===== src/source/soc_pkg.sv =====
/*
  Shared address map, bus widths and region type for the system harness.
  Imported by every RTL block that decodes or carries bus traffic.
*/
package soc_pkg;

  // ----------------------------------------
  // bus widths
  // ----------------------------------------
  localparam int unsigned AddrWidth   = 32;
  localparam int unsigned DataWidth   = 64;
  localparam int unsigned BeWidth     = DataWidth / 8;
  localparam int unsigned ByteOffBits = $clog2(BeWidth);

  typedef logic [AddrWidth-1:0] addr_t;
  typedef logic [DataWidth-1:0] data_t;
  typedef logic [BeWidth-1:0]   be_t;

  // ----------------------------------------
  // address map
  // ----------------------------------------
  localparam addr_t RomBase   = 32'h0001_0000;
  localparam addr_t RomLength = 32'h0000_1000;
  // only the first words of the rom hold code
  localparam int unsigned RomWords = 16;

  localparam addr_t ClintBase      = 32'h0200_0000;
  localparam addr_t ClintLength    = 32'h0000_C000;
  localparam addr_t MsipOffset     = 32'h0000_0000;
  localparam addr_t MtimecmpOffset = 32'h0000_4000;
  localparam addr_t MtimeOffset    = 32'h0000_BFF8;

  // dram length follows the NumWords parameter
  localparam addr_t DramBase = 32'h8000_0000;

  typedef enum logic [1:0] {
    REGION_ROM,
    REGION_CLINT,
    REGION_DRAM,
    REGION_NONE
  } region_e;

  // merge write data over an old word, one byte lane per enable bit
  function automatic data_t be_merge(data_t old_word, data_t new_word, be_t be);
    data_t res;
    res = old_word;
    for (int i = 0; i < BeWidth; i++) begin
      if (be[i]) res[i*8 +: 8] = new_word[i*8 +: 8];
    end
    return res;
  endfunction

endpackage

===== src/source/mem_if.sv =====
/*
  Strobe-based request port between the bus controller and one target.
  The target answers every request with read data one cycle later.
*/
`timescale 1ns/1ps

interface mem_if
  import soc_pkg::*;
();

  logic  req;
  logic  we;
  // word offset inside the target region
  addr_t addr;
  be_t   be;
  data_t wdata;
  data_t rdata;

  modport ctrl (
    output req, we, addr, be, wdata,
    input  rdata
  );

  modport mem (
    input  req, we, addr, be, wdata,
    output rdata
  );

endinterface


===== src/source/clint_timer.sv =====
/*
  Core-local timer block with msip, mtimecmp and mtime registers.
  mtime counts rising edges of the real-time clock after synchronization.
*/
`timescale 1ns/1ps

module clint_timer
  import soc_pkg::*;
(
  input  logic clk_i,
  input  logic rst_ni,
  input  logic rtc_i,
  mem_if.mem   clint_bus,
  output logic timer_irq_o,
  output logic ipi_o
);

  localparam addr_t MsipWord     = MsipOffset >> ByteOffBits;
  localparam addr_t MtimecmpWord = MtimecmpOffset >> ByteOffBits;
  localparam addr_t MtimeWord    = MtimeOffset >> ByteOffBits;

  logic  [2:0] rtc_q;
  logic        rtc_rise;
  logic        wr_en;
  logic        msip_q;
  data_t       mtimecmp_q;
  data_t       mtime_q;
  data_t       rdata_q;
  logic        irq_q;

  // two sync stages plus one for edge detect
  always_ff @(posedge clk_i or negedge rst_ni) begin
    if (!rst_ni) begin
      rtc_q <= '0;
    end else begin
      rtc_q <= {rtc_q[1:0], rtc_i};
    end
  end

  assign rtc_rise = rtc_q[1] && !rtc_q[2];
  assign wr_en    = clint_bus.req && clint_bus.we;

  // ----------------------------------------
  // registers
  // ----------------------------------------
  always_ff @(posedge clk_i or negedge rst_ni) begin
    if (!rst_ni) begin
      msip_q     <= 1'b0;
      mtimecmp_q <= '1;
      mtime_q    <= '0;
      irq_q      <= 1'b0;
    end else begin
      if (wr_en && clint_bus.addr == MsipWord && clint_bus.be[0]) begin
        msip_q <= clint_bus.wdata[0];
      end
      if (wr_en && clint_bus.addr == MtimecmpWord) begin
        mtimecmp_q <= be_merge(mtimecmp_q, clint_bus.wdata, clint_bus.be);
      end
      // a bus write to mtime wins over the tick
      if (wr_en && clint_bus.addr == MtimeWord) begin
        mtime_q <= be_merge(mtime_q, clint_bus.wdata, clint_bus.be);
      end else if (rtc_rise) begin
        mtime_q <= mtime_q + data_t'(1);
      end
      irq_q <= (mtime_q >= mtimecmp_q);
    end
  end

  always_ff @(posedge clk_i) begin
    if (clint_bus.req) begin
      case (clint_bus.addr)
        MsipWord:     rdata_q <= {{(DataWidth-1){1'b0}}, msip_q};
        MtimecmpWord: rdata_q <= mtimecmp_q;
        MtimeWord:    rdata_q <= mtime_q;
        default:      rdata_q <= '0;
      endcase
    end
  end

  assign clint_bus.rdata = rdata_q;
  assign timer_irq_o     = irq_q;
  assign ipi_o           = msip_q;

endmodule


===== src/flat_wrapper.sv =====
// flat-port wrapper written by rule: the top's interface ports become plain ports
module clint_timer_flat import soc_pkg::*;
  (clk_i, rst_ni, rtc_i, timer_irq_o, ipi_o, clint_bus_req, clint_bus_we, clint_bus_addr, clint_bus_be, clint_bus_wdata, clint_bus_rdata);
  mem_if clint_bus_i ();
  input  logic clk_i;
  input  logic rst_ni;
  input  logic rtc_i;
  output logic timer_irq_o;
  output logic ipi_o;
  input wire logic [$bits(clint_bus_i.req)-1:0] clint_bus_req;
  input wire logic [$bits(clint_bus_i.we)-1:0] clint_bus_we;
  input wire logic [$bits(clint_bus_i.addr)-1:0] clint_bus_addr;
  input wire logic [$bits(clint_bus_i.be)-1:0] clint_bus_be;
  input wire logic [$bits(clint_bus_i.wdata)-1:0] clint_bus_wdata;
  output wire logic [$bits(clint_bus_i.rdata)-1:0] clint_bus_rdata;
  assign clint_bus_i.req = clint_bus_req;
  assign clint_bus_i.we = clint_bus_we;
  assign clint_bus_i.addr = clint_bus_addr;
  assign clint_bus_i.be = clint_bus_be;
  assign clint_bus_i.wdata = clint_bus_wdata;
  assign clint_bus_rdata = clint_bus_i.rdata;
  clint_timer u_core (.clk_i(clk_i), .rst_ni(rst_ni), .rtc_i(rtc_i), .clint_bus(clint_bus_i), .timer_irq_o(timer_irq_o), .ipi_o(ipi_o));
endmodule

===== config.mk =====
export PLATFORM = sky130hd
export DESIGN_NAME = clint_timer_flat
export DESIGN_NICKNAME = d
export VERILOG_FILES = /design/src/source/soc_pkg.sv /design/src/source/mem_if.sv /design/src/source/clint_timer.sv /design/src/flat_wrapper.sv
export SDC_FILE = /design/constraint.sdc
export NUM_CORES = 1
export LEC_CHECK = 0
export BUFFER_PORTS_ARGS = -buffer_cell sky130_fd_sc_hd__buf_2
export CAP_MARGIN = 30
export CORE_MARGIN = 1.5
export CORE_UTILIZATION = 45
export DETAILED_ROUTE_END_ITERATION = 16
export PLACE_DENSITY = 0.66
export SETUP_SLACK_MARGIN = 0.3
export SYNTH_ARGS = -nofsm -noshare
export SYNTH_HDL_FRONTEND = slang
export SYNTH_SLANG_ARGS = --single-unit
export TNS_END_PERCENT = 10

===== constraint.sdc =====
create_clock -name clk_i -period 2.53 [get_ports clk_i]
set_input_delay 0.759 -clock clk_i [delete_from_list [all_inputs] [get_ports clk_i]]
set_output_delay 0.759 -clock clk_i [all_outputs]
set_load 0.1 [all_outputs]

Word-level counts from Yosys, hierarchy flattened
Cells that the tools add are included.
Cells by class
  equal/unequal tests: 10
  reduce and logical (&&, ||, !) cells: 25
  muxes and demuxes: 11
  add/subtract/negate cells: 1
  $lt $le $gt $ge: 1
Operators by type and width (count)
  $pmux 64 s3: 1
  $mux 64: 2
  $add 64x1->64 const B: 1
  $ge 64x64->1: 1
  $mux 8: 8
  $eq 32x12->1 const B: 1
  $eq 32x13->1 const B: 1
  $logic_not 32->1: 1
  $reduce_and 2->1: 16
  $ne 2x2->1 const B: 8
  $logic_and 1x1->1: 6
  $reduce_bool 2->1: 1
  $logic_not 1->1: 1
Storage, ports and cells
  output and inout port bits: 66
  flip-flop bits (word level): 197
  word-level logic and storage cells: 68

Logic depth before layout (Yosys ltp)
  depth in word-level cells: 4
  depth in mapped cells: 9
  gate-level depth less buffers: 8

Worst setup path after synthesis
No wires, ideal clock.
  kind: input-to-reg
  from: in clint_bus_addr[17]
  to: reg u_core.mtime_q[27]
  path slack: -0.043 ns
  stages: 8
  buffers on the path: 2
  arrival: 2.447 ns
  cell sequence: nor4_1 > nand4_1 > nor4_4 > buf_6 > buf_6 > nor3_1 > a311oi_1 > nor2_1
On the way
  cells in the longest elaborated chain, start to end: 4
  elaborated cells between the ends (all ways): 6
  those cells by class: 2 x eq/ne; 1 x mux; 3 x reduce/logical
RTL lines
  start, declared: line flat_wrapper.sv:12  | input wire logic [$bits(clint_bus_i.addr)-1:0] clint_bus_addr;
  $eq 32x13->1 *: line clint_timer.sv:60  | if (wr_en && clint_bus.addr == MtimeWord) begin
  $logic_and 1x1->1 *: line clint_timer.sv:60
  $ne 2x2->1 (no line) or $reduce_bool 2->1 (tied branches)
  $reduce_and 2->1 (no line)
  end signal, assigned: line clint_timer.sv:61  | mtime_q <= be_merge(mtime_q, clint_bus.wdata, clint_bus.be);
  end signal, assigned: line clint_timer.sv:63  | mtime_q <= mtime_q + data_t'(1);
  end, declared: line clint_timer.sv:27  | data_t mtime_q;
Mark *: on every way between the ends. The rest lies on a longest branch, timed or not.
A chain may end at the register's enable or synchronous reset.

Worst setup path after layout
  from: reg u_core.mtimecmp_q[57]
  to: reg u_core.irq_q (netlist: u_core.timer_irq_o)
On the way
  cells in the longest elaborated chain, start to end: 1
RTL lines
  start, declared: line clint_timer.sv:26  | data_t mtimecmp_q;
  start signal, assigned: line clint_timer.sv:57  | mtimecmp_q <= be_merge(mtimecmp_q, clint_bus.wdata, clint_bus.be);
  $ge 64x64->1: line clint_timer.sv:65  | irq_q <= (mtime_q >= mtimecmp_q);
  end signal, assigned: line clint_timer.sv:65
  end, declared: line clint_timer.sv:29  | logic irq_q;
No other way between the ends.

==> results.sh <==
export IMPL_slew_headroom_pct=41.52
export IMPL_synth_nets=1251
export IMPL_cp_startpoint="u_core.mtimecmp_q[57]"
export IMPL_power_frac_seq_pct=49.8
export IMPL_outcome="finished clean"
export IMPL_cts_max_level=4
export IMPL_dieWidth_um=160.9
export IMPL_drive_gt1_share_pct=39.08
export IMPL_synthFlopType="dfrtp_1"
export IMPL_final_cell_mix="167 x buf_2, 133 x buf_4, 73 x nand2_1, 73 x a21oi_1, 72 x inv_1"
export IMPL_period_needed_ns=2.331
export IMPL_yosys_warnings=0
export IMPL_p_leak_nw=6.396
export IMPL_gp_congestion=0.8892
export IMPL_avgViaCountPerCell=5.798
export IMPL_hold_viol=0
export IMPL_ys_seq_area_share_pct=47.53
export IMPL_internal_power_mw=5.053
export IMPL_avgSynthCellArea_um2=10.41
export IMPL_dr_first_iter_drc_count=890
export IMPL_hold_slack_ns=0.2958
export IMPL_p_switching_mw=1.865
export IMPL_final_common_cell="buf_2"
export IMPL_antenna_left=0
export IMPL_crit_type="reg2reg"
export IMPL_r2r_start="u_core.mtimecmp_q[57]"
export IMPL_finalMaxSlewViolations=0
export IMPL_synth_top_area_share_pct=17.14
export IMPL_rsz0062_at_grt="true"
export IMPL_cts_sinks=197
export IMPL_synth_edf_count=64
export IMPL_post_place_cells=1661
export IMPL_total_power_mw=6.918
export IMPL_final_util_pct=60.09
export IMPL_cap_violations=0
export IMPL_combPwrFrac_pct=12.2
export IMPL_setup_viol=0
export IMPL_wl_per_cell_um=19.12
export IMPL_fin_ws_ns=0.1991
export IMPL_grt_pass1_vias=9564
export IMPL_synth_cell_type_count=66
export IMPL_design_die_area_um2=25880
export IMPL_port_buffers=174
export IMPL_worst_pin_slew_ns=0.8772
export IMPL_grt_start_max_net_pins=65
export IMPL_grt_usage_pct=24.91
export IMPL_swShare_pct=26.96
export IMPL_clock_power_share_pct=38.0
export IMPL_num_vias=9949
export IMPL_ios=175
export IMPL_clock_skew_ns=0.01023
export IMPL_crit_fanout=2
export IMPL_initial_core_util_pct=45.98
export IMPL_die_y_um=160.9
export IMPL_clk_latency_ns=0.44
export IMPL_diodes=0
export IMPL_grt_pass1_wl_um=50760
export IMPL_clk_pin_slew_ns=0.07
export IMPL_cts_tree="built"
export IMPL_n_fill_cell=2087
export IMPL_synthCells=1077
export IMPL_post_place_ws_ns=-0.2420
export IMPL_cts_max_path_buffers=2
export IMPL_critPathCaptureType="flop"
export IMPL_startpoint_type="flop"
export IMPL_fmax_mhz=429.0
export IMPL_antenna_found_initial=0
export IMPL_fin_cells=1716
export IMPL_design_core_area_um2=24390
export IMPL_async_flop_share_pct=67.51
export IMPL_grt_ovfl_total=0
export IMPL_dpl_hpwl_um=23440
export IMPL_required_ns=2.88
export IMPL_area_growth_pct=30.69
export IMPL_cts_root_buf="clkbuf_16"
export IMPL_crit_arrival_ns=2.68
export IMPL_numCtsBuffers=17
export IMPL_routed_wl_um=32810
export IMPL_regToRegSetupSlack_ns=0.20
export IMPL_rows=57
export IMPL_synth_seq_cells=197
export IMPL_drcViolationCount=0
export IMPL_netlist_area_um2=11210
export IMPL_p_per_area_nw_per_um2=472.0
export IMPL_hold_class="in2async"
export IMPL_final_nets=1553
export IMPL_first_pass_iters=6
export IMPL_ys_top_cells_by_area="edfxtp_1 17%, dfrtp_1 15%, dfstp_2 15%"
export IMPL_vdd_ir_drop_max_uv=296.5
export IMPL_synth_area_leader_cell="edfxtp_1"
export IMPL_period_share_pct=92.13
-- cells by family after synthesis --
group / synth area share, %
and+or+nand+nor: 16.74
AOI/OAI and AO/OA: 16.70
DFF: 47.53
buffers and inverters: 4.697
muxes: 6.929
adders and majority gates: 7.252
xor gates and xnor gates: 0.1562
-- sequential cells by signal (all words and copies together) (netlist names) --
register	flops
u_core.clint_bus.rdata	64
u_core.mtime_q	64
u_core.mtimecmp_q	64
u_core.rtc_q	3
u_core.ipi_o	1
u_core.timer_irq_o	1
-- Yosys cell counts (all sizes together) (9+ instances only) --
library cell	n
a211oi	13
a21o	12
a21oi	79
a22o	63
and3	13
and4	19
buf	21
clkbuf	27
dfrtp	69
dfstp	64
edfxtp	64
ha	65
inv	76
mux2	61
mux2i	9
nand2	86
nand3	39
nand4	39
nor2	59
nor3	26
nor4	27
o21ai	49
-- worst max-delay path: stages, from the launching register on --
cell and delay [ns]:
dfstp_2 0.54, inv_2 0.05, ha_4 0.26, nand4_1 0.23, nor4bb_4 0.40, buf_4 0.17, and4_4 0.20, nor2b_1 0.14
buf_4 0.13, nor4_4 0.03, o211ai_1 0.10
-- power by group through the flow --
stage	registers, mW	logic [mW]	clock network, mW
floorplan	3.80	0.162	0
global placement	3.49	0.808	0
detailed placement	3.50	0.813	0
CTS	3.44	0.823	2.67
global route	3.45	0.908	2.79
finish	3.44	0.845	2.63
-- final timing paths --
kind | end | cells past startpoint
min in group clk_i | u_core.rtc_q[1] | 0
max reg2reg | u_core.timer_irq_o | 10
max in group asynchronous | u_core.mtimecmp_q[18] | 2
min reg2reg | u_core.rtc_q[1] | 0
max | u_core.timer_irq_o | 10
min | u_core.ipi_o | 1
-- per-stage QoR --
stage                     area, µm²  setup TNS, ns
after floorplan               11250              0
after global placement        13420         -15.57
after detailed placement      13420         -19.87
after CTS                     14180              0
after global routing          14660              0
final                         14660              0
-- layer usage --
layer,vias to the layer above,part of all wire [%],GRT usage (%)
met3,59,6.9,4.210
met1,4782,44,34.73
met2,422,46,39.42
met4,0,2.3,8.291
met5,-,0,0
li1,4686,-,-
-- area by class of cell --
| type | count | area (µm²) | area share [%] |
|---|---|---|---|
| tap | 324 | 405.4 | 2.766 |
| clock inverter | 8 | 76.32 | 0.5207 |
| clock buffer | 24 | 481.7 | 3.287 |
| sequential | 197 | 5341 | 36.44 |
| timing repair buffer | 331 | 2355 | 16.07 |
| inverter | 76 | 285.3 | 1.946 |
| multi-input combinational | 756 | 5712 | 38.97 |
-- repair_timing --
action / 4_1_cts / 5_1_grt
cloned: 1 / 4
resized for setup: 23 / 72
buffers inserted: 6 / 12
setup endpoints to repair: 54 / 149
pin swaps: 7 / 19
hold endpoints to repair: 0 / 0
hold buffers: 0 / 0
No activity file was read; power rests on OpenSTA's default activity.
