File: src/source/dbg_reset_unit.sv
/*
  Builds the system reset from power-on reset and the non-debug reset request,
  and holds off debug requests until the boot window has passed.
*/
`timescale 1ns/1ps

module dbg_reset_unit #(
  parameter int unsigned DbgDelayCycles = 500
) (
  input  logic clk_i,
  input  logic rst_ni,
  input  logic ndmreset_i,
  input  logic dbg_req_i,
  input  logic dbg_en_i,
  output logic sys_rst_no,
  output logic dbg_req_o
);

  localparam int unsigned CntWidth =
    (DbgDelayCycles > 0) ? $clog2(DbgDelayCycles + 1) : 1;

  logic                rst_async_n;
  logic [1:0]          sync_q;
  logic [CntWidth-1:0] cnt_q;

  // ----------------------------------------
  // system reset
  // ----------------------------------------
  // assert at once, release two edges later
  assign rst_async_n = rst_ni && !ndmreset_i;

  always_ff @(posedge clk_i or negedge rst_async_n) begin
    if (!rst_async_n) begin
      sync_q <= 2'b00;
    end else begin
      sync_q <= {sync_q[0], 1'b1};
    end
  end

  assign sys_rst_no = sync_q[1];

  // ----------------------------------------
  // boot window
  // ----------------------------------------
  always_ff @(posedge clk_i or negedge rst_ni) begin
    if (!rst_ni) begin
      cnt_q <= CntWidth'(DbgDelayCycles);
    end else if (cnt_q != '0) begin
      cnt_q <= cnt_q - CntWidth'(1);
    end
  end

  assign dbg_req_o = (cnt_q == '0) && dbg_en_i && dbg_req_i;

endmodule

File: config.mk
export PLATFORM = sky130hd
export DESIGN_NAME = dbg_reset_unit
export DESIGN_NICKNAME = d
export VERILOG_FILES = /design/src/source/dbg_reset_unit.sv
export SDC_FILE = /design/constraint.sdc
export NUM_CORES = 1
export LEC_CHECK = 0
export ABC_CLOCK_PERIOD_IN_PS = 2410
export BUFFER_PORTS_ARGS = -buffer_cell sky130_fd_sc_hd__buf_2
export CAP_MARGIN = 20
export CORE_MARGIN = 2
export CORE_UTILIZATION = 25
export CTS_CLUSTER_SIZE = 25
export DETAILED_ROUTE_END_ITERATION = 10
export PLACE_DENSITY = 0.43
export REMOVE_ABC_BUFFERS = 1
export SYNTH_ARGS = -nofsm -noshare
export SYNTH_HDL_FRONTEND = slang
export SYNTH_SLANG_ARGS = --single-unit
File: constraint.sdc
create_clock -name clk_i -period 2.41 [get_ports clk_i]
set_clock_uncertainty 0.15 [all_clocks]
set_input_delay 0.1205 -clock clk_i [delete_from_list [all_inputs] [get_ports clk_i]]
set_output_delay 0.1205 -clock clk_i [all_outputs]
set_load 0.01 [all_outputs]
== Word-level counts from Yosys, hierarchy flattened ==
Index checks and enable logic that the tools add are counted.
Storage, ports and cells
  bits in registers: 11
  input port bits: 5
  output and inout bits: 2
  word-level logic and storage cells: 9
Operators by class
  add/sub/neg operators: 1
  reduce and logical (&&, ||, !) cells: 6
Operators by type and width (number)
  logical NOT 9 bit: 1
  nonzero test 9 bit: 1
  subtractor 9 x 1 -> 9 bit, second input constant: 1
  logical AND 1 bit: 3
  logical NOT 1 bit: 1

== Depth between registers and ports, before layout ==
Gate-level depths: netlist of run 1.
  depth after elaboration: 3
  mapped depth: 5
  gate-level depth less buffers: 5

== Least setup slack after synthesis of run 1 ==
No wires, ideal clock.
  kind: register to output
  start point: register cnt_q[3]
  end point: output dbg_req_o
  arrival time: 1.518 ns
  required time: 2.139 ns
  setup slack: 0.621 ns
  cell stages (with the launch flop): 4
  buffers on the path: 0
  path through: dfrtp_1 or4_4 nor4_4 and3_1
Between the ends
  cells in the longest elaborated chain, start to end: 3
Ends and longest elaborated chain
  start, declared: line 24  | logic [CntWidth-1:0] cnt_q;
  start signal, assigned: line 47  | cnt_q <= CntWidth'(DbgDelayCycles);
  start signal, assigned: line 49  | cnt_q <= cnt_q - CntWidth'(1);
  logical NOT 9 bit: line 53  | assign dbg_req_o = (cnt_q == '0) && dbg_en_i && dbg_req_i;
  logical AND 1 bit (2 in series): line 53
  end, declared: line 16  | output logic dbg_req_o
Every way passes these cells.

== Final worst setup path of run 1 ==
Same ends and word-level chain as after synthesis.

==> results.yml, run 1 <==
logic_synthesis:
  post_synth_inst_count: 43
  ys_seq_elements: 11
  synth.cell_area_sq_um: 503
  yosys-top-cells-count: "6 x dfstp_2, 6 x o21ai_0, 5 x dfrtp_1"
  synth_seq_area_share: 0.562
  synthesis.area_per_instance_sq_um: 11.7
  synth_largest_area_cell: "dfstp_2"
  netlist-cell-type-count: 22
  yosysWarningCount: 0
  area_share_of_the_largest_cell_type_after_synthesis: 0.313
  fraction_of_registers_with_async_set_or_reset_after_synthesis: 1.00
  synth_enable_flop_cells: 0
  ys.flop_type: "dfstp_2"
  synth_top_cells_by_area: "dfstp_2 31%, dfrtp_1 25%, o21ai_0 6.0%"
die:
  design.die.area_sq_mm: 0.00239
  start_util: 0.262
  ioPinCount: 7
  chipWidth_microns: 48.9
  floorplan.rows: 16
  core_sq_mm: 0.00192
  floorplan.die.height_microns: 48.9
global_routing:
  grt_pass1_vias: 306
  grt_usage: 0.0851
  pin_count_of_the_biggest_net_entering_global_routing: 11
  grt-ovfl-total: 0
  grt_pass1_wl_mm: 1.44
  grt_antenna_before_repair: 0
layout:
  n_antenna_cell: 0
  nNetsFinal: 62
  area.growth.synth_to_final_pct: 21.9
  final_area_sq_um: 613
  layout-drive-gt1-share: 0.382
timing:
  hold-worst-slack_ps: 94.4
  rsz_0062_raised_after_global_routing: "no"
  timing.fmax_mhz: 453
  setup_viol: 0
  min_period_over_period: 0.916
  final_critical_delay_including_setup_and_external_delays_ps: 2210
  max_transition_viols_final: 0
  timing.final.hold_violations: 0
  total_negative_slack_for_setup_checks_ps: 0
clock_network:
  cts_tree: "built"
  root_buffer: "clkbuf_4"
  clkSlewWorstSetupHoldPaths_ps: 70
  cts_inserted_buffers: 3
  max-clock-path-buffers: 2
  clock_insertion_delay_worst_skew_ps: 270
  clkSinkCount: 11
  cts_max_level: 1
drt:
  num_vias: 344
  drt-met1-wl_microns: 436
  firstDrtPassIters: 6
  detail_route.wirelength_microns: 852
  vias_per_cell: 4.20
  drt_first_iter_violations: 8
  highest-signal-layer: "met3"
  met3_wirelength_microns: 44
  met2_length_microns: 370
  route.detailed.drc: 0
  detail-route-antenna-nets: 0
  drt-wirelength-per-cell_microns: 10.4
placement:
  instance_area_after_placement_sq_um: 567
  gpl.final_weighted_congestion: 0.648
  io_buffer_count: 6
  place.detailed.hpwl_microns: 626
pwr:
  switching_share: 0.214
  share_comb_of_total_power: 0.039
  power.share.clock: 0.390
  power.static_leakage_nw: 0.284
  power.switching_mw: 0.0702
  seq_power_share: 0.571
  power.internal_mw: 0.257
  powerDensity_mw_per_mm2: 534
  vdd_ir_drop_max_mv: 0.202
critical_path:
  criticalPathCategory: "flip-flop to output pin"
  cp.arrival_ps: 1940
  crit_path_start_kind: "flip-flop"
  cp_data_required_time_ps: 2140
  critical_path.endpoint_type: "output pin"
  crit_path_max_fanout: 5
flow_run:
  cap_viol_max_count: 0
hold_path:
  worst_hold_path_type: "input port to asynchronous set/reset pin"
outcome:
  result_of_the_run: "finished, final reports clean"
[registers in the layout, indices dropped and copies added, names as in the netlist]
register,cells
sync_q,2
cnt_q,9
[layer usage]
layer	vias up	track usage
li1	176	-
met1	159	0.117
met2	9	0.105
met3	0	0.0460
met4	0	0.0429
met5	-	0
[worst max-delay path, stage by stage (launching register included)]
cell and delay [ps]:
dfrtp_1 410, or4_4 590, nor4_4 350, and3_1 200, buf_2 120
[final cells by class]
cell class | count | area (sq um)
Timing Repair Buffer | 8 | 50.0
Tap cell | 27 | 33.8
Sequential cell | 11 | 283
Fill cell | 212 | 1310
Clock buffer | 4 | 26.3
Multi-Input combinational cell | 30 | 213
Inverter | 2 | 7.51
[metrics by stage]
step | std cells | utilization | setup WS, ps | total power, mW
floorplan | 43 | - | 621 | 0.193
global placement | 76 | 0.295 | 483 | 0.201
detailed placement | 76 | 0.295 | 474 | 0.201
CTS | 82 | 0.319 | 166 | 0.335
global route | 82 | 0.319 | 66.1 | 0.344
finish | 82 | 0.319 | 203 | 0.327
[cell usage in the layout (no fill, tap or decap)]
master         Yosys  layout
and3_1             1       1
o31ai_1            2       2
clkbuf_1           0       1
nor2b_1            1       1
ha_1               1       1
nor2_1             2       2
o31a_2             1       1
nand2_1            1       1
or4_4              1       1
dlygate4sd3_1      0       2
nor4_4             1       1
nand2b_1           2       2
xnor2_1            1       1
or3_1              2       2
o21bai_1           1       1
or2_2              2       2
dfrtp_1            5       5
mux2_2             1       1
dfstp_2            6       6
nor3_1             2       2
clkbuf_4           0       3
mux2i_1            1       1
buf_2              0       6
conb_1             1       1
o21ai_0            6       6
inv_1              2       2
[cells by family (layout without fill, tap and decap cells)]
family          after synthesis  in the layout  synth area share
simple gates                 15             15             0.206
flops                        11             11             0.562
compound gates               10             10             0.124
mux                           2              2            0.0423
buf+inv                       2             14            0.0149
fa+ha+maj                     1              1            0.0249
other cells                   1              1           0.00746
xor+xnor                      1              1            0.0174
[power by group through the flow]
stage | Clock (mW) | Combinational [mW] | Sequential, mW
after CTS | 0.135 | 0.0132 | 0.187
after global placement | 0 | 0.0105 | 0.190
after global routing | 0.142 | 0.0147 | 0.187
final | 0.128 | 0.0127 | 0.187
after detailed placement | 0 | 0.0107 | 0.190
after floorplan | 0 | 0.00219 | 0.191
[path summary, 6_finish.rpt]
kind | from | end | slack (ps) | cells after the start
hold / removal | rst_ni | cnt_q[3]$_DFFE_PN0P_ | 90 | 2
max in group asynchronous | rst_ni | sync_q[1]$_DFF_PN0_ | 1600 | 3
setup reg to reg | cnt_q[3]$_DFFE_PN0P_ | cnt_q[1]$_DFFE_PN0P_ | 610 | 3
min in group clk_i | sync_q[0]$_DFF_PN0_ | sync_q[1]$_DFF_PN0_ | 200 | 0
setup / recovery | cnt_q[3]$_DFFE_PN0P_ | dbg_req_o | 200 | 4
hold reg to reg | sync_q[0]$_DFF_PN0_ | sync_q[1]$_DFF_PN0_ | 200 | 0
[timing repair]
item	4_1_cts	5_1_grt
hold buffers	2	0
hold endpoints to repair	11	0
gates resized for setup	0	0
setup buffers	0	0
No activity file was read; power rests on OpenSTA's default activity.
==> run 2, diff against run 1 <==
- PLACE_DENSITY: 0.43 -> 0.46
==> results.yml, run 2 (same netlist as run 1, synthesis figures left out) <==
outcome:
  result_of_the_run: "finished, final reports clean"
placement:
  placement.setup.worst_slack_ps: 472
  gpl.final_weighted_congestion: 0.757
  io_buffer_count: 6
  place.detailed.hpwl_microns: 619
  numPlacedInstances: 76
timing:
  setup_ws_ps: 210
  final_critical_delay_including_setup_and_external_delays_ps: 2200
  timing.fmax_mhz: 455
  min_period_over_period: 0.913
  total_negative_slack_for_setup_checks_ps: 0
  rsz_0062_raised_after_global_routing: "no"
  setup_viol: 0
  timing.final.hold_violations: 0
  max_transition_viols_final: 0
  hold-worst-slack_ps: 89.7
layout:
  top_flop_regs: "cnt_q: 9 flops, sync_q: 2 flops"
  nNetsFinal: 62
  mostFrequentLayoutCells: "6 x o21ai_0, 6 x dfstp_2, 6 x buf_2"
  filler_cell_count: 211
  largest_register_ff_count: 9
  area.growth.synth_to_final_pct: 21.9
  top_register: "cnt_q"
  final_cells: 82
  n_antenna_cell: 0
  finish.utilization: 0.319
  layout-drive-gt1-share: 0.382
global_routing:
  grt_antenna_before_repair: 0
  grt_pass1_vias: 324
  grt-ovfl-total: 0
  grt_usage: 0.0869
  grt_pass1_wl_mm: 1.47
  pin_count_of_the_biggest_net_entering_global_routing: 11
clock_network:
  cts_inserted_buffers: 3
  ctsHoldBuffers: 2
  cts-resized-gates: 0
  clkSlewWorstSetupHoldPaths_ps: 70
  clkSinkCount: 11
  cts_max_level: 1
  clock_insertion_delay_worst_skew_ps: 260
  root_buffer: "clkbuf_4"
  max-clock-path-buffers: 2
  cts_tree: "built"
  post_cts_setup_inserts: 0
critical_path:
  crit_path_start_kind: "flip-flop"
  crit_path_max_fanout: 5
  cp_data_required_time_ps: 2140
  criticalPathCategory: "flip-flop to output pin"
  critical_path.endpoint_type: "output pin"
  regToRegStartpoint: "cnt_q[3]$_DFFE_PN0P_"
  cp-startpoint: "cnt_q[3]$_DFFE_PN0P_"
  cp.arrival_ps: 1930
pwr:
  powerDensity_mw_per_mm2: 528
  power.static_leakage_nw: 0.284
  vdd_ir_drop_max_mv: 0.318
drt:
  firstDrtPassIters: 4
  vias_per_cell: 4.11
  num_vias: 337
  drt-wirelength-per-cell_microns: 10.0
  detail-route-antenna-nets: 0
  route.detailed.drc: 0
  detail_route.wirelength_microns: 820
  drt_first_iter_violations: 6
die:
  floorplan.rows: 16
  design.die.area_sq_mm: 0.00239
  core_sq_mm: 0.00192
  floorplan.die.height_microns: 48.9
  chipWidth_microns: 48.9
  ioPinCount: 7
  start_util: 0.262
hold_path:
  worst_hold_path_type: "input port to asynchronous set/reset pin"
flow_run:
  cap_viol_max_count: 0
-- run 2: worst max-delay path: stages (launching register included) --
cell	delay [ps]
dfrtp_1	400
or4_4	590
nor4_4	350
and3_1	200
buf_2	120
-- run 2: final cells by class --
class                      count  area (sq um)  share of cell area
inverter                       2          7.51              0.0122
sequential                    11           283               0.461
clock buffer                   4          26.3              0.0429
timing repair buffer           8          50.0              0.0816
tap                           27          33.8              0.0551
multi-input combinational     30           213               0.347
-- run 2: through the flow --
stage | power, mW | area (sq um)
after CTS | 0.334 | 613
after global routing | 0.345 | 613
after detailed placement | 0.201 | 567
after floorplan | 0.193 | 503
final | 0.324 | 613
after global placement | 0.201 | 567
-- run 2: power by group --
group	total, mW	switching (mW)	internal [mW]
Combinational	0.0126	0.00624	0.00633
Clock	0.124	0.0600	0.0640
Sequential	0.187	0.000358	0.187
-- run 2: path summary, 6_finish.rpt --
path,slack (ps),endpoint,depth (start not counted)
min reg2reg,200,sync_q[1]$_DFF_PN0_,0
min in group clk_i,200,sync_q[1]$_DFF_PN0_,0
max in group asynchronous,1620,sync_q[0]$_DFF_PN0_,3
max,210,dbg_req_o,4
min,90,cnt_q[0]$_DFFE_PN0P_,2
max reg2reg,620,cnt_q[1]$_DFFE_PN0P_,3
-- run 2: per-layer routing --
layer / vias to the layer above / global-route usage / share of wire
met4: 0 / 0.0429 / 0.027
met3: 2 / 0.0552 / 0.061
met2: 8 / 0.116 / 0.42
met1: 149 / 0.107 / 0.49
met5: - / 0 / 0
li1: 178 / - / -
==> run 3, diff against run 2 <==
- ABC_AREA: default -> 1
- CORE_ASPECT_RATIO: default -> 1.25
==> results.yml, run 3 <==
drt:
  drt_first_iter_violations: 4
  drt-met1-wl_microns: 451
  met3_wirelength_microns: 23
  highest-signal-layer: "met4"
  detail-route-antenna-nets: 0
  num_vias: 435
  vias_per_cell: 3.75
  detail_route.wirelength_microns: 979
  route.detailed.drc: 0
  firstDrtPassIters: 4
  met2_length_microns: 484
  drt-wirelength-per-cell_microns: 8.44
clock_network:
  clkSinkCount: 11
  root_buffer: "clkbuf_4"
  cts_inserted_buffers: 3
  post_cts_setup_inserts: 0
  max-clock-path-buffers: 2
  clock_insertion_delay_worst_skew_ps: 260
  clkSlewWorstSetupHoldPaths_ps: 70
  cts_max_level: 1
  cts_tree: "built"
  cts-resized-gates: 0
timing:
  max_transition_viols_final: 0
  timing.final.hold_violations: 0
  rsz_0062_raised_after_global_routing: "no"
  min_period_over_period: 0.764
  timing.fmax_mhz: 543
  setup_viol: 0
  total_negative_slack_for_setup_checks_ps: 0
  final_critical_delay_including_setup_and_external_delays_ps: 1840
critical_path:
  cp-startpoint: "cnt_q[0]$_DFFE_PN0P_"
  criticalPathCategory: "flip-flop to output pin"
  cp_cell_sequence: "inv_1, ha_1, nand2_2, nor2_4, nand2_4, nor2_1, buf_2"
  worst_r2r_endpoint: "cnt_q[3]$_DFFE_PN0P_"
  worst-r2r-cell-count: 7
  path_depth: 7
  cp.arrival_ps: 1570
  r2r_slack_ps: 930
  crit_path_max_fanout: 10
  worstSetupEndpoint: "dbg_req_o"
  critical_path.endpoint_type: "output pin"
  crit_path_start_kind: "flip-flop"
  crit_slowest_cell: "dfrtp_1"
  regToRegStartpoint: "cnt_q[0]$_DFFE_PN0P_"
  cp_data_required_time_ps: 2140
  critPathMaxStageDelay_ps: 390
  cp.buffers_inverters: 2
  worst_path_dominant_cell_family: "simple AND/OR/NAND/NOR gates"
pwr:
  p_total_mw: 0.322
  vdd_ir_drop_max_mv: 0.270
  power.static_leakage_nw: 0.372
  powerDensity_mw_per_mm2: 470
logic_synthesis:
  synth_enable_flop_cells: 0
  fraction_of_registers_with_async_set_or_reset_after_synthesis: 1.00
  synth_largest_area_cell: "dfstp_2"
  area_share_of_the_largest_cell_type_after_synthesis: 0.277
  ys_seq_elements: 11
  synthesis.area_per_instance_sq_um: 7.80
  synth_seq_area_share: 0.497
  yosysWarningCount: 0
  post_synth_inst_count: 73
  synth.cell_area_sq_um: 569
  netlist-cell-type-count: 20
  synthMostInstantiatedCell: "nand2_1"
  yosys-top-cells-count: "19 x nand2_1, 15 x inv_1, 10 x nor2_1"
  synth_top_cells_by_area: "dfstp_2 28%, dfrtp_1 22%, nand2_1 13%"
  ys.flop_type: "dfstp_2"
global_routing:
  grt_pass1_vias: 462
  grt_antenna_before_repair: 0
  pin_count_of_the_biggest_net_entering_global_routing: 11
  grt-ovfl-total: 0
  grt_usage: 0.0951
  grt_pass1_wl_mm: 1.82
outcome:
  result_of_the_run: "finished, final reports clean"
placement:
  place.detailed.hpwl_microns: 769
  instance_area_after_placement_sq_um: 638
  io_buffer_count: 6
  gpl.final_weighted_congestion: 0.762
layout:
  mostFrequentLayoutCells: "19 x nand2_1, 15 x inv_1, 10 x nor2_1"
  top_register: "cnt_q"
  most_common_library_cell_in_the_layout_ignoring_fill_and_taps: "nand2_1"
  final_area_sq_um: 684
  area.growth.synth_to_final_pct: 20.2
  largest_register_ff_count: 9
  top_flop_regs: "cnt_q: 9 flops, sync_q: 2 flops"
  layout-drive-gt1-share: 0.259
  nNetsFinal: 92
  n_antenna_cell: 0
die:
  core_sq_mm: 0.00219
  ioPinCount: 7
  floorplan.die.height_microns: 57.4
  floorplan.rows: 19
  start_util: 0.260
  design.die.area_sq_mm: 0.00268
  chipWidth_microns: 46.7
hold_path:
  worst_hold_path_type: "input port to asynchronous set/reset pin"
flow_run:
  cap_viol_max_count: 0
[run 3: cell count changes after synthesis, moves of 4 or more]
cell	change
nand2_1	+18
nor2_1	+8
nand3_1	+4
o21ai_0	-5
inv_1	+13
[run 3: cell type report]
class | instances | area, sq um
Clock buffer | 4 | 26.3
Fill cell | 259 | 1500
Inverter | 16 | 61.3
Multi-Input combinational cell | 46 | 225
Sequential cell | 11 | 283
Tap cell | 31 | 38.8
Timing Repair Buffer | 8 | 50.0
[run 3: stage by stage]
step / hold WS, ps / std cells / util / setup WS [ps]
2_1_floorplan: -325 / 73 / - / 975
3_3_place_gp: -151 / 110 / 0.292 / 873
3_5_place_dp: -148 / 110 / 0.292 / 856
4_1_cts: 96.8 / 116 / 0.313 / 551
5_1_grt: 116 / 116 / 0.313 / 439
6_report: 94.1 / 116 / 0.313 / 569
[run 3: how the worst min path moves through the flow]
stage                           end  cells past startpoint
6_report       cnt_q[3]$_DFFE_PN0P_                      2
3_5_place_dp   cnt_q[0]$_DFFE_PN0P_                      1
3_3_place_gp   cnt_q[0]$_DFFE_PN0P_                      1
4_1_cts        cnt_q[3]$_DFFE_PN0P_                      2
2_1_floorplan  cnt_q[0]$_DFFE_PN0P_                      0
5_1_grt        cnt_q[3]$_DFFE_PN0P_                      2
[run 3: layer usage]
metal / vias up / GRT usage
met5: - / 0
met1: 193 / 0.117
met4: 0 / 0.0595
met3: 2 / 0.0190
met2: 4 / 0.147
li1: 236 / -
[run 3: worst reg2reg max path: cells and delay by family, from the launching register on]
family | cells | cell delay, ps
AO/OA/AOI/OAI | 1 | 90
adder cells (fa/ha/maj) | 1 | 250
buffers and inverters | 2 | 150
flip-flops | 1 | 390
AND/OR/NAND/NOR | 3 | 360
[run 3: timing repair]
| item | 4_1_cts | 5_1_grt |
|---|---|---|
| setup endpoints to repair | 0 | 0 |
| endpoints found under the hold margin | 11 | 0 |
| hold buffers | 2 | 0 |
[run 3: logic make-up (layout without fill, tap and decap cells)]
kind of cell	Yosys count	after routing	share of synthesized area
other cells	1	1	0.00659
buf+inv	16	28	0.108
compound gates	4	4	0.0417
xor+xnor	1	1	0.0154
simple gates	39	39	0.310
fa+ha+maj	1	1	0.0220
flops	11	11	0.497
[run 3: power by group]
part | total, mW | internal (mW) | switching [mW]
registers | 0.187 | 0.187 | 0.000343
clock network | 0.122 | 0.0640 | 0.0578
logic | 0.0130 | 0.00621 | 0.00676
total | 0.322 | 0.257 | 0.0649
