==> src/source/soc_pkg.sv <==
/*
  Shared address map, bus widths and region type for the system harness.
  Imported by every RTL block that decodes or carries bus traffic.
*/
package soc_pkg;

  // ----------------------------------------
  // bus widths
  // ----------------------------------------
  localparam int unsigned AddrWidth   = 32;
  localparam int unsigned DataWidth   = 64;
  localparam int unsigned BeWidth     = DataWidth / 8;
  localparam int unsigned ByteOffBits = $clog2(BeWidth);

  typedef logic [AddrWidth-1:0] addr_t;
  typedef logic [DataWidth-1:0] data_t;
  typedef logic [BeWidth-1:0]   be_t;

  // ----------------------------------------
  // address map
  // ----------------------------------------
  localparam addr_t RomBase   = 32'h0001_0000;
  localparam addr_t RomLength = 32'h0000_1000;
  // only the first words of the rom hold code
  localparam int unsigned RomWords = 16;

  localparam addr_t ClintBase      = 32'h0200_0000;
  localparam addr_t ClintLength    = 32'h0000_C000;
  localparam addr_t MsipOffset     = 32'h0000_0000;
  localparam addr_t MtimecmpOffset = 32'h0000_4000;
  localparam addr_t MtimeOffset    = 32'h0000_BFF8;

  // dram length follows the NumWords parameter
  localparam addr_t DramBase = 32'h8000_0000;

  typedef enum logic [1:0] {
    REGION_ROM,
    REGION_CLINT,
    REGION_DRAM,
    REGION_NONE
  } region_e;

  // merge write data over an old word, one byte lane per enable bit
  function automatic data_t be_merge(data_t old_word, data_t new_word, be_t be);
    data_t res;
    res = old_word;
    for (int i = 0; i < BeWidth; i++) begin
      if (be[i]) res[i*8 +: 8] = new_word[i*8 +: 8];
    end
    return res;
  endfunction

endpackage
==> src/source/mem_if.sv <==
/*
  Strobe-based request port between the bus controller and one target.
  The target answers every request with read data one cycle later.
*/
`timescale 1ns/1ps

interface mem_if
  import soc_pkg::*;
();

  logic  req;
  logic  we;
  // word offset inside the target region
  addr_t addr;
  be_t   be;
  data_t wdata;
  data_t rdata;

  modport ctrl (
    output req, we, addr, be, wdata,
    input  rdata
  );

  modport mem (
    input  req, we, addr, be, wdata,
    output rdata
  );

endinterface

==> src/source/boot_rom.sv <==
/*
  Fixed boot table answering reads on the rom port one cycle after the request.
*/
`timescale 1ns/1ps

module boot_rom
  import soc_pkg::*;
(
  input logic clk_i,
  mem_if.mem  rom_bus
);

  localparam data_t Table [RomWords] = '{
    64'h0010_041b_f140_2573, 64'h0000_0597_01f4_1413,
    64'h0100_006f_0205_8593, 64'h0000_0000_1050_0073,
    64'h0000_0297_ffdf_f06f, 64'h0102_8293_3030_2073,
    64'h3442_9073_3052_9073, 64'h0000_0013_3004_6073,
    64'h8000_0537_0000_0013, 64'h0005_0067_0000_0013,
    64'h0200_0737_0007_3023, 64'h0047_0713_0000_0013,
    64'hdead_beef_cafe_f00d, 64'h0123_4567_89ab_cdef,
    64'h0000_0000_0000_0001, 64'hffff_ffff_0000_0000
  };

  data_t rdata_q;

  // writes land here too and are ignored
  always_ff @(posedge clk_i) begin
    if (rom_bus.req) begin
      if (rom_bus.addr < RomWords) begin
        rdata_q <= Table[rom_bus.addr[$clog2(RomWords)-1:0]];
      end else begin
        rdata_q <= '0;
      end
    end
  end

  assign rom_bus.rdata = rdata_q;

endmodule

==> src/flat_wrapper.sv <==
// flat-port wrapper written by rule: the top's interface ports become plain ports
module boot_rom_flat import soc_pkg::*;
  (clk_i, rom_bus_req, rom_bus_we, rom_bus_addr, rom_bus_be, rom_bus_wdata, rom_bus_rdata);
  mem_if rom_bus_i ();
  input logic clk_i;
  input wire logic [$bits(rom_bus_i.req)-1:0] rom_bus_req;
  input wire logic [$bits(rom_bus_i.we)-1:0] rom_bus_we;
  input wire logic [$bits(rom_bus_i.addr)-1:0] rom_bus_addr;
  input wire logic [$bits(rom_bus_i.be)-1:0] rom_bus_be;
  input wire logic [$bits(rom_bus_i.wdata)-1:0] rom_bus_wdata;
  output wire logic [$bits(rom_bus_i.rdata)-1:0] rom_bus_rdata;
  assign rom_bus_i.req = rom_bus_req;
  assign rom_bus_i.we = rom_bus_we;
  assign rom_bus_i.addr = rom_bus_addr;
  assign rom_bus_i.be = rom_bus_be;
  assign rom_bus_i.wdata = rom_bus_wdata;
  assign rom_bus_rdata = rom_bus_i.rdata;
  boot_rom u_core (.clk_i(clk_i), .rom_bus(rom_bus_i));
endmodule
==> config.mk <==
export PLATFORM = sky130hd
export DESIGN_NAME = boot_rom_flat
export DESIGN_NICKNAME = d
export VERILOG_FILES = /design/src/source/soc_pkg.sv /design/src/source/mem_if.sv /design/src/source/boot_rom.sv /design/src/flat_wrapper.sv
export SDC_FILE = /design/constraint.sdc
export NUM_CORES = 1
export LEC_CHECK = 0
export ABC_AREA = 0
export BUFFER_PORTS_ARGS = -buffer_cell sky130_fd_sc_hd__buf_4
export CAP_MARGIN = 30
export CORE_UTILIZATION = 47
export DETAILED_ROUTE_END_ITERATION = 8
export PLACE_DENSITY_LB_ADDON = 0.25
export SKIP_CTS_REPAIR_TIMING = 1
export SKIP_LAST_GASP = 1
export SYNTH_ARGS = -nofsm -noshare
export SYNTH_HDL_FRONTEND = slang
export SYNTH_SLANG_ARGS = --single-unit
==> constraint.sdc <==
create_clock -name clk_i -period 4 [get_ports clk_i]
set_clock_uncertainty 0.2 [all_clocks]
set_input_delay 0.2 -clock clk_i [delete_from_list [all_inputs] [get_ports clk_i]]
set_output_delay 0.2 -clock clk_i [all_outputs]
set_load 0.1 [all_outputs]
After elaboration in Yosys (flattened, before gate mapping)
Memories as Yosys holds them, arrays and structs flattened. A register that Yosys moved wholly into a read port is not among the register bits.
Cells that the tools add are included.

cells by class
  order comparisons = 1
  bitwise gates (word level) = 1
  reductions and logical operators = 1

operator list
  cell                 count
  $lt 32x5->1 const B  1
  $not 4->5            1
  $logic_not 1->1      1

word-level totals
  memories kept = 1
  word-level logic and storage cells = 4
  output and inout bits = 64
  input bits = 107
  bits in read-only memories = 1024
  register bits = 0

memories
  memory            words  width  rd ports  clocked after Yosys merged registers in  write ports  line            source
  (name not given)  16     64     1         1                                        0            boot_rom.sv:30  rdata_q <= Table[rom_bus.addr[$clog2(RomWords)-1:0]];

Depth between registers and ports, before layout
Gate-level depths: netlist of run 1.

  word-level depth = 2
  mapped depth = 6
  gate-level depth less buffers = 5

Worst setup path after synthesis of run 1
No wires, ideal clock.

  path kind = input port to flip-flop
  start point = input rom_bus_addr[0]
  end point = register u_core.rdata_q[12], in the netlist u_core.rom_bus.rdata[12], data pin
  library setup time = 284 ps
  slack = 1948 ps
  data required time = 3516 ps
  arrival = 1568 ps
  cell stages on the path = 6
  buffers on the path = 1
  cell sequence = clkbuf_1 > inv_1 > ha_1 > and2_1 > nor3b_1 > a2111oi_2

between the ends
  cells in the longest elaborated chain, start to end = 2
  elaborated cells between the ends (all ways) = 3
  classes of those cells = 1 x order compare; 1 x bitwise; 1 x reduce/logical

RTL lines
  what                       line               source
  start, declared            flat_wrapper.sv:8  input wire logic [$bits(rom_bus_i.addr)-1:0] rom_bus_addr;
  $lt 32x5->1                boot_rom.sv:29     if (rom_bus.addr < RomWords) begin
  $logic_not 1->1 (no line)  n/a
  end, declared              boot_rom.sv:24     data_t rdata_q;

Parallel ways exist; a longest one is shown, timed or not.

Worst setup path after layout of run 1
Ends and elaborated chain as after synthesis.

==> results of run 1 <==
worst max-delay path: cells and delay by family:
family,cells,cell delay (ps)
and+or+nand+nor,2,820
adders and majority gates,1,320
AOI/OAI and AO/OA,1,110
buffers and inverters,2,310
cell families (layout without fill, tap and decap cells):
group,after synthesis,count (layout),share of synthesized area [%]
adder cells (fa/ha/maj),8,8,3.46
AND/OR/NAND/NOR,94,94,20.7
buffers and inverters,37,111,6.89
flip-flops,52,52,54.0
other,1,1,0.130
multiplexers,1,1,0.390
AO/OA/AOI/OAI,51,51,14.0
XOR/XNOR,1,1,0.303
path summary, 6_finish.rpt:
check / start / slack, ps / end / depth (start not counted)
max: rom_bus_addr[0] / 2080 / u_core.rom_bus.rdata[12] / 6
min: rom_bus_addr[0] / 190 / u_core.rom_bus.rdata[56] / 3
final cells by class:
class	count	area, um^2	share of cell area (%)
Clock buffer	5	68.8	1.88
Clock inverter	2	12.5	0.342
Inverter	4	15.0	0.411
Multi-Input combinational cell	156	1130	31.0
Sequential cell	52	1560	42.7
Tap cell	75	93.8	2.57
Timing Repair Buffer	100	771	21.1
Yosys cell counts, types with 8 or more instances:
cell and number:
a2111oi_2 10, a211oi_1 12, a21oi_1 8, buf_2 9, buf_4 13, clkbuf_1 8
edfxtp_1 52, ha_1 8, nand2_1 12, nor2_1 15, nor3_1 19, nor4_2 16
power by group:
part,internal (W),switching [W]
Combinational,0.0000858,0.000334
Sequential,0.000624,0.00000906
Clock,0.000119,0.000163
Total,0.000829,0.000506
layer usage:
metal / up-vias / global-route usage, %
met5: - / 0
met4: 0 / 5.36
met2: 96 / 29.8
li1: 1074 / -
met3: 6 / 3.98
met1: 1013 / 26.8
stage by stage:
| stage | setup WS (ps) | std cells | power (W) | util (%) | hold WS [ps] |
|---|---|---|---|---|---|
| 2_1_floorplan | 1950 | 245 | 0.000974 | - | 112 |
| 3_3_place_gp | 1510 | 386 | 0.00106 | 59.9 | 510 |
| 3_5_place_dp | 1450 | 386 | 0.00107 | 59.9 | 508 |
| 4_1_cts | 1780 | 393 | 0.00134 | 61.3 | 188 |
| 5_1_grt | 1920 | 394 | 0.00138 | 61.7 | 219 |
| 6_report | 2080 | 394 | 0.00133 | 61.7 | 191 |
==> results.py, run 1 <==
metrics = {
    "worst_setup_path": {
        "crit_required_ps": 3830,
        "slowest_stage": "nor3b_1",
        "critPathMaxFanout": 13,
        "criticalPathCategory": "input pin to flip-flop",
        "crit_chain": "buf_4 -> inv_1 -> ha_1 -> and2_1 -> nor3b_1 -> a2111oi_2",
        "cp-start-kind": "input pin",
        "endpoint_kind": "flip-flop",
        "cp_data_arrival_time_ps": 1760,
        "critical-path-max-stage-delay_ps": 550,
    },
    "clock_tree": {
        "htree_num_levels": 2,
        "cts_tree": "done",
        "cts_inserted_buffers": 5,
        "cts_root_buffer": "clkbuf_8",
        "clockBufferDepth": 2,
        "cts_sinks": 52,
        "clkTransAtPathRegs_ps": 90,
    },
    "sta": {
        "slew_headroom_pct": 57.3,
        "finalMaxSlewViolations": 0,
        "fin_crit_ps": 1920,
        "finalSetupTns_ps": 0,
        "tightestPinTransition_ps": 641,
        "max_freq_ghz": 0.520,
        "setup_viol": 0,
        "grt_setup_unrepaired": "no",
        "finalHoldViolCount": 0,
        "period_share_pct": 48.1,
    },
    "detailed_routing": {
        "wl_per_cell_um": 14.9,
        "drc_errors": 0,
        "met2WireLength_um": 2800,
        "totalWireLength_um": 5890,
        "ant_nets": 0,
        "via_per_inst": 5.56,
        "top_layer": "met4",
        "first_pass_iters": 4,
        "drtIter0Drc": 137,
        "wl_met1_um": 2610,
        "wl_met3_um": 406,
        "vias": 2189,
    },
    "placement": {
        "io_buffers": 96,
        "placed_cell_area_um2": 3550,
        "place_congestion": 0.835,
        "place_hpwl_um": 4050,
    },
    "global_route": {
        "grt_pass1_wl_um": 9410,
        "grt_max_degree": 53,
        "track_usage_pct": 19.1,
        "grt_antenna_before_repair": 0,
        "first_global_vias": 1928,
        "grt-ovfl-total": 0,
    },
    "synth": {
        "synth_cells": 245,
        "synth-edff-count": 52,
        "async_reset_ff_share_pct": 0,
        "yosys-top-cells-area": "edfxtp_1 54%, nor4_2 6.9%, a2111oi_2 5.2%",
        "synthDistinctLibCells": 35,
        "yosysSeqAreaShare_pct": 54.0,
        "synth_fp_nets": 360,
        "synth_top_cell_area_share_pct": 54.0,
        "synth_warnings": 0,
        "synth.avg_cell_area_um2": 11.8,
        "yosysTopAreaCell": "edfxtp_1",
        "ys_seq_elements": 52,
        "synthFlopType": "edfxtp_1",
        "syn_area_um2": 2890,
    },
    "cells_and_area": {
        "final_net_count": 434,
        "largest_register_ffs": 52,
        "syn_to_final_growth_pct": 26.5,
        "final_cell_mix": "99 x buf_4, 52 x edfxtp_1, 19 x nor3_1",
        "fillers": 509,
        "final_cell_area_um2": 3660,
        "layout_commonest_cell": "buf_4",
        "final_layout_size_suffix_gt1_share_pct": 43.9,
        "diodes": 0,
    },
    "floorplanning": {
        "die_y_um": 80.4,
        "initial_core_util_pct": 48.8,
        "rows": 28,
        "dieArea_um2": 6460,
        "die_x_um": 80.4,
        "io_pins": 171,
        "design.core.area_um2": 5920,
    },
    "worst_hold_path": {
        "min_path_type": "input pin to flip-flop",
    },
    "power": {
        "p_leak_nw": 1.29,
        "ir_drop_mv": 0.187,
        "power_density_nw_per_um2": 365,
    },
    "outcome": {
        "status": "complete, no violations",
    },
    "flow_run": {
        "max-cap-violations": 0,
    },
}
(Power assumes the default switching activity.)
==> inputs of run 2 (changes only) <==
--- a/config.mk
+++ b/config.mk
@@ -8,7 +8,7 @@
 export ABC_AREA = 0
 export BUFFER_PORTS_ARGS = -buffer_cell sky130_fd_sc_hd__buf_4
 export CAP_MARGIN = 30
-export CORE_UTILIZATION = 47
+export CORE_UTILIZATION = 44
 export DETAILED_ROUTE_END_ITERATION = 8
 export PLACE_DENSITY_LB_ADDON = 0.25
 export SKIP_CTS_REPAIR_TIMING = 1
==> constraint.sdc (replaced) <==
create_clock -name clk_i -period 1.8 [get_ports clk_i]
set_clock_uncertainty 0.2 [all_clocks]
set_input_delay 0.09 -clock clk_i [delete_from_list [all_inputs] [get_ports clk_i]]
set_output_delay 0.09 -clock clk_i [all_outputs]
set_load 0.1 [all_outputs]
==> run 2 against run 1 <==
Net effect:
- global-route usage down 0.081 points
- wire length up 7.8%
- sequential power up 120%
- hold slack worse by 180 ps
- clock-buffer cell count unchanged
- largest power group unchanged
- combinational power up 130%
- clock power rose to 3.8 times the previous value
==> results.py, run 2 (synthesis gave the netlist of run 1 again) <==
metrics = {
    "outcome": {
        "status": "complete, no violations",
    },
    "worst_setup_path": {
        "criticalPathCategory": "input pin to flip-flop",
        "cp-start-kind": "input pin",
        "slowest_stage": "ha_1",
        "cp_data_arrival_time_ps": 1430,
        "crit_chain": "buf_4 -> inv_1 -> ha_1 -> buf_4 -> or2_2 -> a211oi_1",
        "critical-path-max-stage-delay_ps": 320,
        "critPathTopFamily": "buffers and inverters",
        "crit_required_ps": 1730,
        "critPathMaxFanout": 6,
        "path_common_cell": "buf_4",
        "crit_buf_inv": 3,
        "endpoint_kind": "flip-flop",
    },
    "clock_tree": {
        "cts_sinks": 52,
        "cts_root_buffer": "clkbuf_8",
        "htree_num_levels": 2,
        "cts_tree": "done",
        "clockBufferDepth": 2,
        "clkTransAtPathRegs_ps": 90,
        "cts_inserted_buffers": 5,
    },
    "detailed_routing": {
        "via_per_inst": 5.47,
        "wl_per_cell_um": 15.4,
        "first_pass_iters": 4,
        "ant_nets": 0,
        "drtIter0Drc": 208,
        "totalWireLength_um": 6350,
        "drc_errors": 0,
        "vias": 2248,
    },
    "cells_and_area": {
        "diodes": 0,
        "final_layout_size_suffix_gt1_share_pct": 46.7,
        "final_cell_mix": "111 x buf_4, 52 x edfxtp_1, 19 x nor3_1",
        "final_cells": 411,
        "final_net_count": 448,
        "largest_register_ffs": 52,
        "syn_to_final_growth_pct": 33.7,
        "layout_commonest_cell": "buf_4",
    },
    "floorplanning": {
        "rows": 29,
        "die_y_um": 83.0,
        "initial_core_util_pct": 45.5,
        "die_x_um": 83.0,
        "dieArea_um2": 6890,
        "design.core.area_um2": 6350,
        "io_pins": 171,
    },
    "global_route": {
        "grt_pass1_wl_um": 10500,
        "grt-ovfl-total": 0,
        "grt_antenna_before_repair": 0,
        "grt_max_degree": 53,
        "first_global_vias": 2132,
        "track_usage_pct": 19.0,
    },
    "placement": {
        "dp_cells": 403,
        "io_buffers": 96,
        "place_ws_ps": -7.13,
        "place_congestion": 0.796,
        "place_hpwl_um": 4310,
    },
    "worst_hold_path": {
        "holdPathStages": 3,
        "hold_start": "rom_bus_addr[0]",
        "hold_end": "u_core.rom_bus.rdata[56]",
        "min_path_type": "input pin to flip-flop",
    },
    "sta": {
        "grt_setup_unrepaired": "no",
        "finalMaxSlewViolations": 0,
        "fin_crit_ps": 1500,
        "setup_viol": 0,
        "slew_headroom_pct": 57.2,
        "period_share_pct": 83.2,
        "layout_setup_ws_ps": 302,
        "max_freq_ghz": 0.668,
        "finalHoldViolCount": 0,
        "tightestPinTransition_ps": 643,
    },
    "power": {
        "p_leak_nw": 1.41,
        "power_density_nw_per_um2": 894,
        "ir_drop_mv": 0.558,
    },
    "flow_run": {
        "max-cap-violations": 0,
    },
}
## run 2: where the power goes
group / internal (W) / leakage (nW) / switching (W) / total, W
Clock: 0.000694 / 0.0784 / 0.000381 / 0.00107
Sequential: 0.00139 / 0.493 / 0.0000210 / 0.00141
Combinational: 0.000216 / 0.836 / 0.000755 / 0.000971
## run 2: metal layers
metal | global-route usage (%) | share of wire [%] | vias up
met1 | 25.6 | 44 | 1047
met2 | 30.5 | 48 | 95
met3 | 4.57 | 6.7 | 6
met5 | 0 | 0 | -
li1 | - | - | 1100
met4 | 6.11 | 1.4 | 0
## run 2: cell type report
cell class	instances	area, um^2
inverters	4	15.0
clock inverters	3	90.1
flip-flops and latches	52	1560
well taps	77	96.3
multi-input cells	156	1140
repair buffers	114	893
fillers	508	2490
clock buffers	5	68.8
## run 2: stage by stage
| step | total power (W) | utilization (%) | cell area, um^2 | hold slack (ps) | setup TNS (ps) |
|---|---|---|---|---|---|
| after CTS | 0.00348 | 60.8 | 3860 | 16.4 | 0 |
| after global routing | 0.00356 | 60.8 | 3860 | 50.5 | 0 |
| final | 0.00345 | 60.8 | 3860 | 15.2 | 0 |
| after floorplan | 0.00217 | - | 2900 | 2.50 | 0 |
| after global placement | 0.00240 | 58.3 | 3700 | 349 | 0 |
| after detailed placement | 0.00241 | 58.3 | 3700 | 347 | -7.13 |
## run 2: worst max path at each step
stage	from	endpoint	slack [ps]	cells after the start
global placement	rom_bus_addr[0]	u_core.rom_bus.rdata[6]	5	6
global route	rom_bus_addr[0]	u_core.rom_bus.rdata[6]	200	6
CTS	rom_bus_addr[0]	u_core.rom_bus.rdata[35]	310	6
finish	rom_bus_addr[0]	u_core.rom_bus.rdata[35]	300	6
detailed placement	rom_bus_addr[0]	u_core.rom_bus.rdata[35]	-7	6
floorplan	rom_bus_addr[0]	u_core.rom_bus.rdata[6]	50	6
==> inputs of run 3 (changes only) <==
--- a/config.mk
+++ b/config.mk
@@ -5,10 +5,10 @@
 export SDC_FILE = /design/constraint.sdc
 export NUM_CORES = 1
 export LEC_CHECK = 0
-export ABC_AREA = 0
+export ABC_AREA = 1
 export BUFFER_PORTS_ARGS = -buffer_cell sky130_fd_sc_hd__buf_4
 export CAP_MARGIN = 30
-export CORE_UTILIZATION = 44
+export CORE_UTILIZATION = 43
 export DETAILED_ROUTE_END_ITERATION = 8
 export PLACE_DENSITY_LB_ADDON = 0.25
 export SKIP_CTS_REPAIR_TIMING = 1
==> constraint.sdc (replaced) <==
create_clock -name clk_i -period 1.45 [get_ports clk_i]
set_clock_uncertainty 0.2 [all_clocks]
set_input_delay 0.0725 -clock clk_i [delete_from_list [all_inputs] [get_ports clk_i]]
set_output_delay 0.0725 -clock clk_i [all_outputs]
set_load 0.1 [all_outputs]
==> run 3 against run 2 <==
Net effect:
- the flow now finishes with violations (hold timing)
- clock-buffer cell count grew 1
- sequential share of layout area grew 2.1 points
- wire length shrank 6.9%
- flip-flop and latch count is the same
- core utilization grew 0.79 points
- hold slack lost 22 ps
- global-route usage grew 0.43 points
- synthesized cell count grew 18%
- cell count grew 16%
- clock power shrank 25%
- synthesized area shrank 7.6%
- die area shrank 5.3%
- critical path type is now flip-flop to primary output
- largest cell class unchanged
==> results.py, run 3 <==
metrics = {
    "synth": {
        "synth_commonest_cells": "77 x nand2_1, 52 x edfxtp_1, 42 x nor2_1",
        "synthDistinctLibCells": 16,
        "yosysTopAreaCell": "edfxtp_1",
        "async_reset_ff_share_pct": 0,
        "syn_area_um2": 2670,
        "synth_top_family_by_area": "simple AND/OR/NAND/NOR gates",
        "yosys-top-cells-area": "edfxtp_1 58%, nand2_1 11%, nor2_1 5.9%",
        "synth_fp_nets": 405,
        "synth.avg_cell_area_um2": 9.21,
        "synth-edff-count": 52,
        "synth_mux_area_share_pct": 0,
        "synth_cells": 290,
        "ys_seq_elements": 52,
        "yosys.area_share.simple_pct": 22.5,
        "synthFlopType": "edfxtp_1",
        "synthAdderAreaFrac_pct": 3.75,
        "synth.most_common_cell": "nand2_1",
        "synth_top_cell_area_share_pct": 58.5,
        "synthXorXnorAreaFrac_pct": 0,
        "synth_warnings": 0,
        "synth_compound_area_share_pct": 4.55,
        "yosysSeqAreaShare_pct": 58.5,
    },
    "worst_hold_path": {
        "hold_end": "u_core.rom_bus.rdata[0]",
        "hold_start": "rom_bus_addr[3]",
        "min_path_type": "input pin to flip-flop",
        "holdPathStages": 2,
    },
    "global_route": {
        "track_usage_pct": 19.5,
        "grt_pass1_wl_um": 9620,
        "grt-ovfl-total": 0,
        "grt_max_degree": 53,
        "first_global_vias": 2133,
        "grt_antenna_before_repair": 0,
    },
    "placement": {
        "dp_cells": 469,
        "place_congestion": 0.931,
        "io_buffers": 96,
        "place_hpwl_um": 4520,
    },
    "floorplanning": {
        "dieArea_um2": 6530,
        "die_y_um": 80.8,
        "design.core.area_um2": 5960,
        "die_x_um": 80.8,
        "initial_core_util_pct": 44.8,
        "io_pins": 171,
        "rows": 28,
    },
    "worst_setup_path": {
        "endpoint_kind": "primary output",
        "crit_buf_inv": 1,
        "crit_chain": "buf_4",
        "critical-path-max-stage-delay_ps": 430,
        "cp-start-kind": "flip-flop",
        "critPathTopFamily": "flip-flops",
        "cp_data_arrival_time_ps": 1050,
        "crit_required_ps": 1180,
        "criticalPathCategory": "flip-flop to primary output",
        "slowest_stage": "edfxtp_1",
        "critPathMaxFanout": 6,
    },
    "detailed_routing": {
        "totalWireLength_um": 5910,
        "wl_per_cell_um": 12.4,
        "vias": 2246,
        "drtIter0Drc": 112,
        "ant_nets": 0,
        "via_per_inst": 4.71,
        "drc_errors": 0,
        "first_pass_iters": 4,
    },
    "sta": {
        "worst_hold_slack_ps": -6.37,
        "finalMaxSlewViolations": 0,
        "finalSetupTns_ps": 0,
        "grt_setup_unrepaired": "no",
        "setup_viol": 0,
        "period_share_pct": 91.2,
        "finalHoldViolCount": 1,
        "max_freq_ghz": 0.756,
        "fin_crit_ps": 1320,
    },
    "cells_and_area": {
        "fillers": 531,
        "largest_register_ffs": 52,
        "final_cell_mix": "125 x buf_4, 77 x nand2_1, 52 x edfxtp_1",
        "layout_commonest_cell": "buf_4",
        "register_area_um2": 1560,
        "final_layout_size_suffix_gt1_share_pct": 33.3,
        "final_net_count": 516,
        "syn_to_final_growth_pct": 37.5,
        "multi_input_area_um2": 830,
        "final_cells": 477,
        "diodes": 0,
    },
    "clock_tree": {
        "htree_num_levels": 2,
        "cts_root_buffer": "clkbuf_8",
        "clkTransAtPathRegs_ps": 90,
        "cts_tree": "done",
        "clockBufferDepth": 2,
        "cts_sinks": 52,
        "cts_inserted_buffers": 5,
    },
    "power": {
        "p_leak_nw": 1.84,
        "p_total_w": 0.00371,
        "power_density_nw_per_um2": 1010,
        "ir_drop_mv": 0.515,
    },
    "outcome": {
        "violations": "hold timing",
        "status": "finished with violations",
    },
    "flow_run": {
        "max-cap-violations": 0,
    },
}
run 3: cell types whose count changed after synthesis, sizes merged, moves of 4 or more:
cell / delta
nor3: -18
nand2b: -7
nand2: +65
clkbuf: -6
buf: -4
a2111oi: -10
nor4: -20
nor2b: -6
nor2: +27
a21oi: +6
nand3: +25
inv: +29
o21ai: -6
a211oi: -12
run 3: worst max-delay path by stage:
stage,startpoint,endpoint,slack (ps),cells after the start
finish,u_core.rom_bus.rdata[59],rom_bus_rdata[51],130,1
global route,u_core.rom_bus.rdata[59],rom_bus_rdata[43],60,1
CTS,u_core.rom_bus.rdata[59],rom_bus_rdata[51],120,1
detailed placement,rom_bus_addr[14],u_core.rom_bus.rdata[60],-90,9
global placement,rom_bus_addr[0],u_core.rom_bus.rdata[39],-90,9
floorplan,u_core.rom_bus.rdata[59],rom_bus_rdata[45],-210,1
run 3: kinds of logic (layout without fill, tap and decap cells):
kind of cell / after synthesis / in the layout
AOI/OAI and AO/OA: 23 / 23
adders and majority gates: 8 / 8
buffers and inverters: 56 / 168
DFF: 52 / 52
other: 1 / 1
and+or+nand+nor: 150 / 150
run 3: metal layers:
metal	track usage, %	vias up	wire length (um)
li1	-	1155	-
met1	24.7	1006	2610
met2	32.9	78	2850
met3	4.72	7	384
met4	5.71	0	60
met5	0	-	0
run 3: metrics by stage:
stage	setup slack [ps]	utilization, %	area (um^2)
final	128	61.6	3670
after detailed placement	-92.1	60.2	3590
after global routing	62.7	61.6	3670
after global placement	-91.6	60.2	3590
after CTS	116	61.6	3670
after floorplan	-207	-	2720
run 3: final cells by class:
type,instances,share of cell area [%]
sequential,52,42.5
inverter,33,3.37
clock inverter,2,0.307
clock buffer,6,1.98
timing repair buffer,127,26.7
multi-input combinational,182,22.6
tap,75,2.56
run 3: power breakdown:
part           internal [W]  switching [W]
Clock              0.000336       0.000466
Combinational      0.000263       0.000902
Sequential          0.00172      0.0000252
Total               0.00232        0.00139
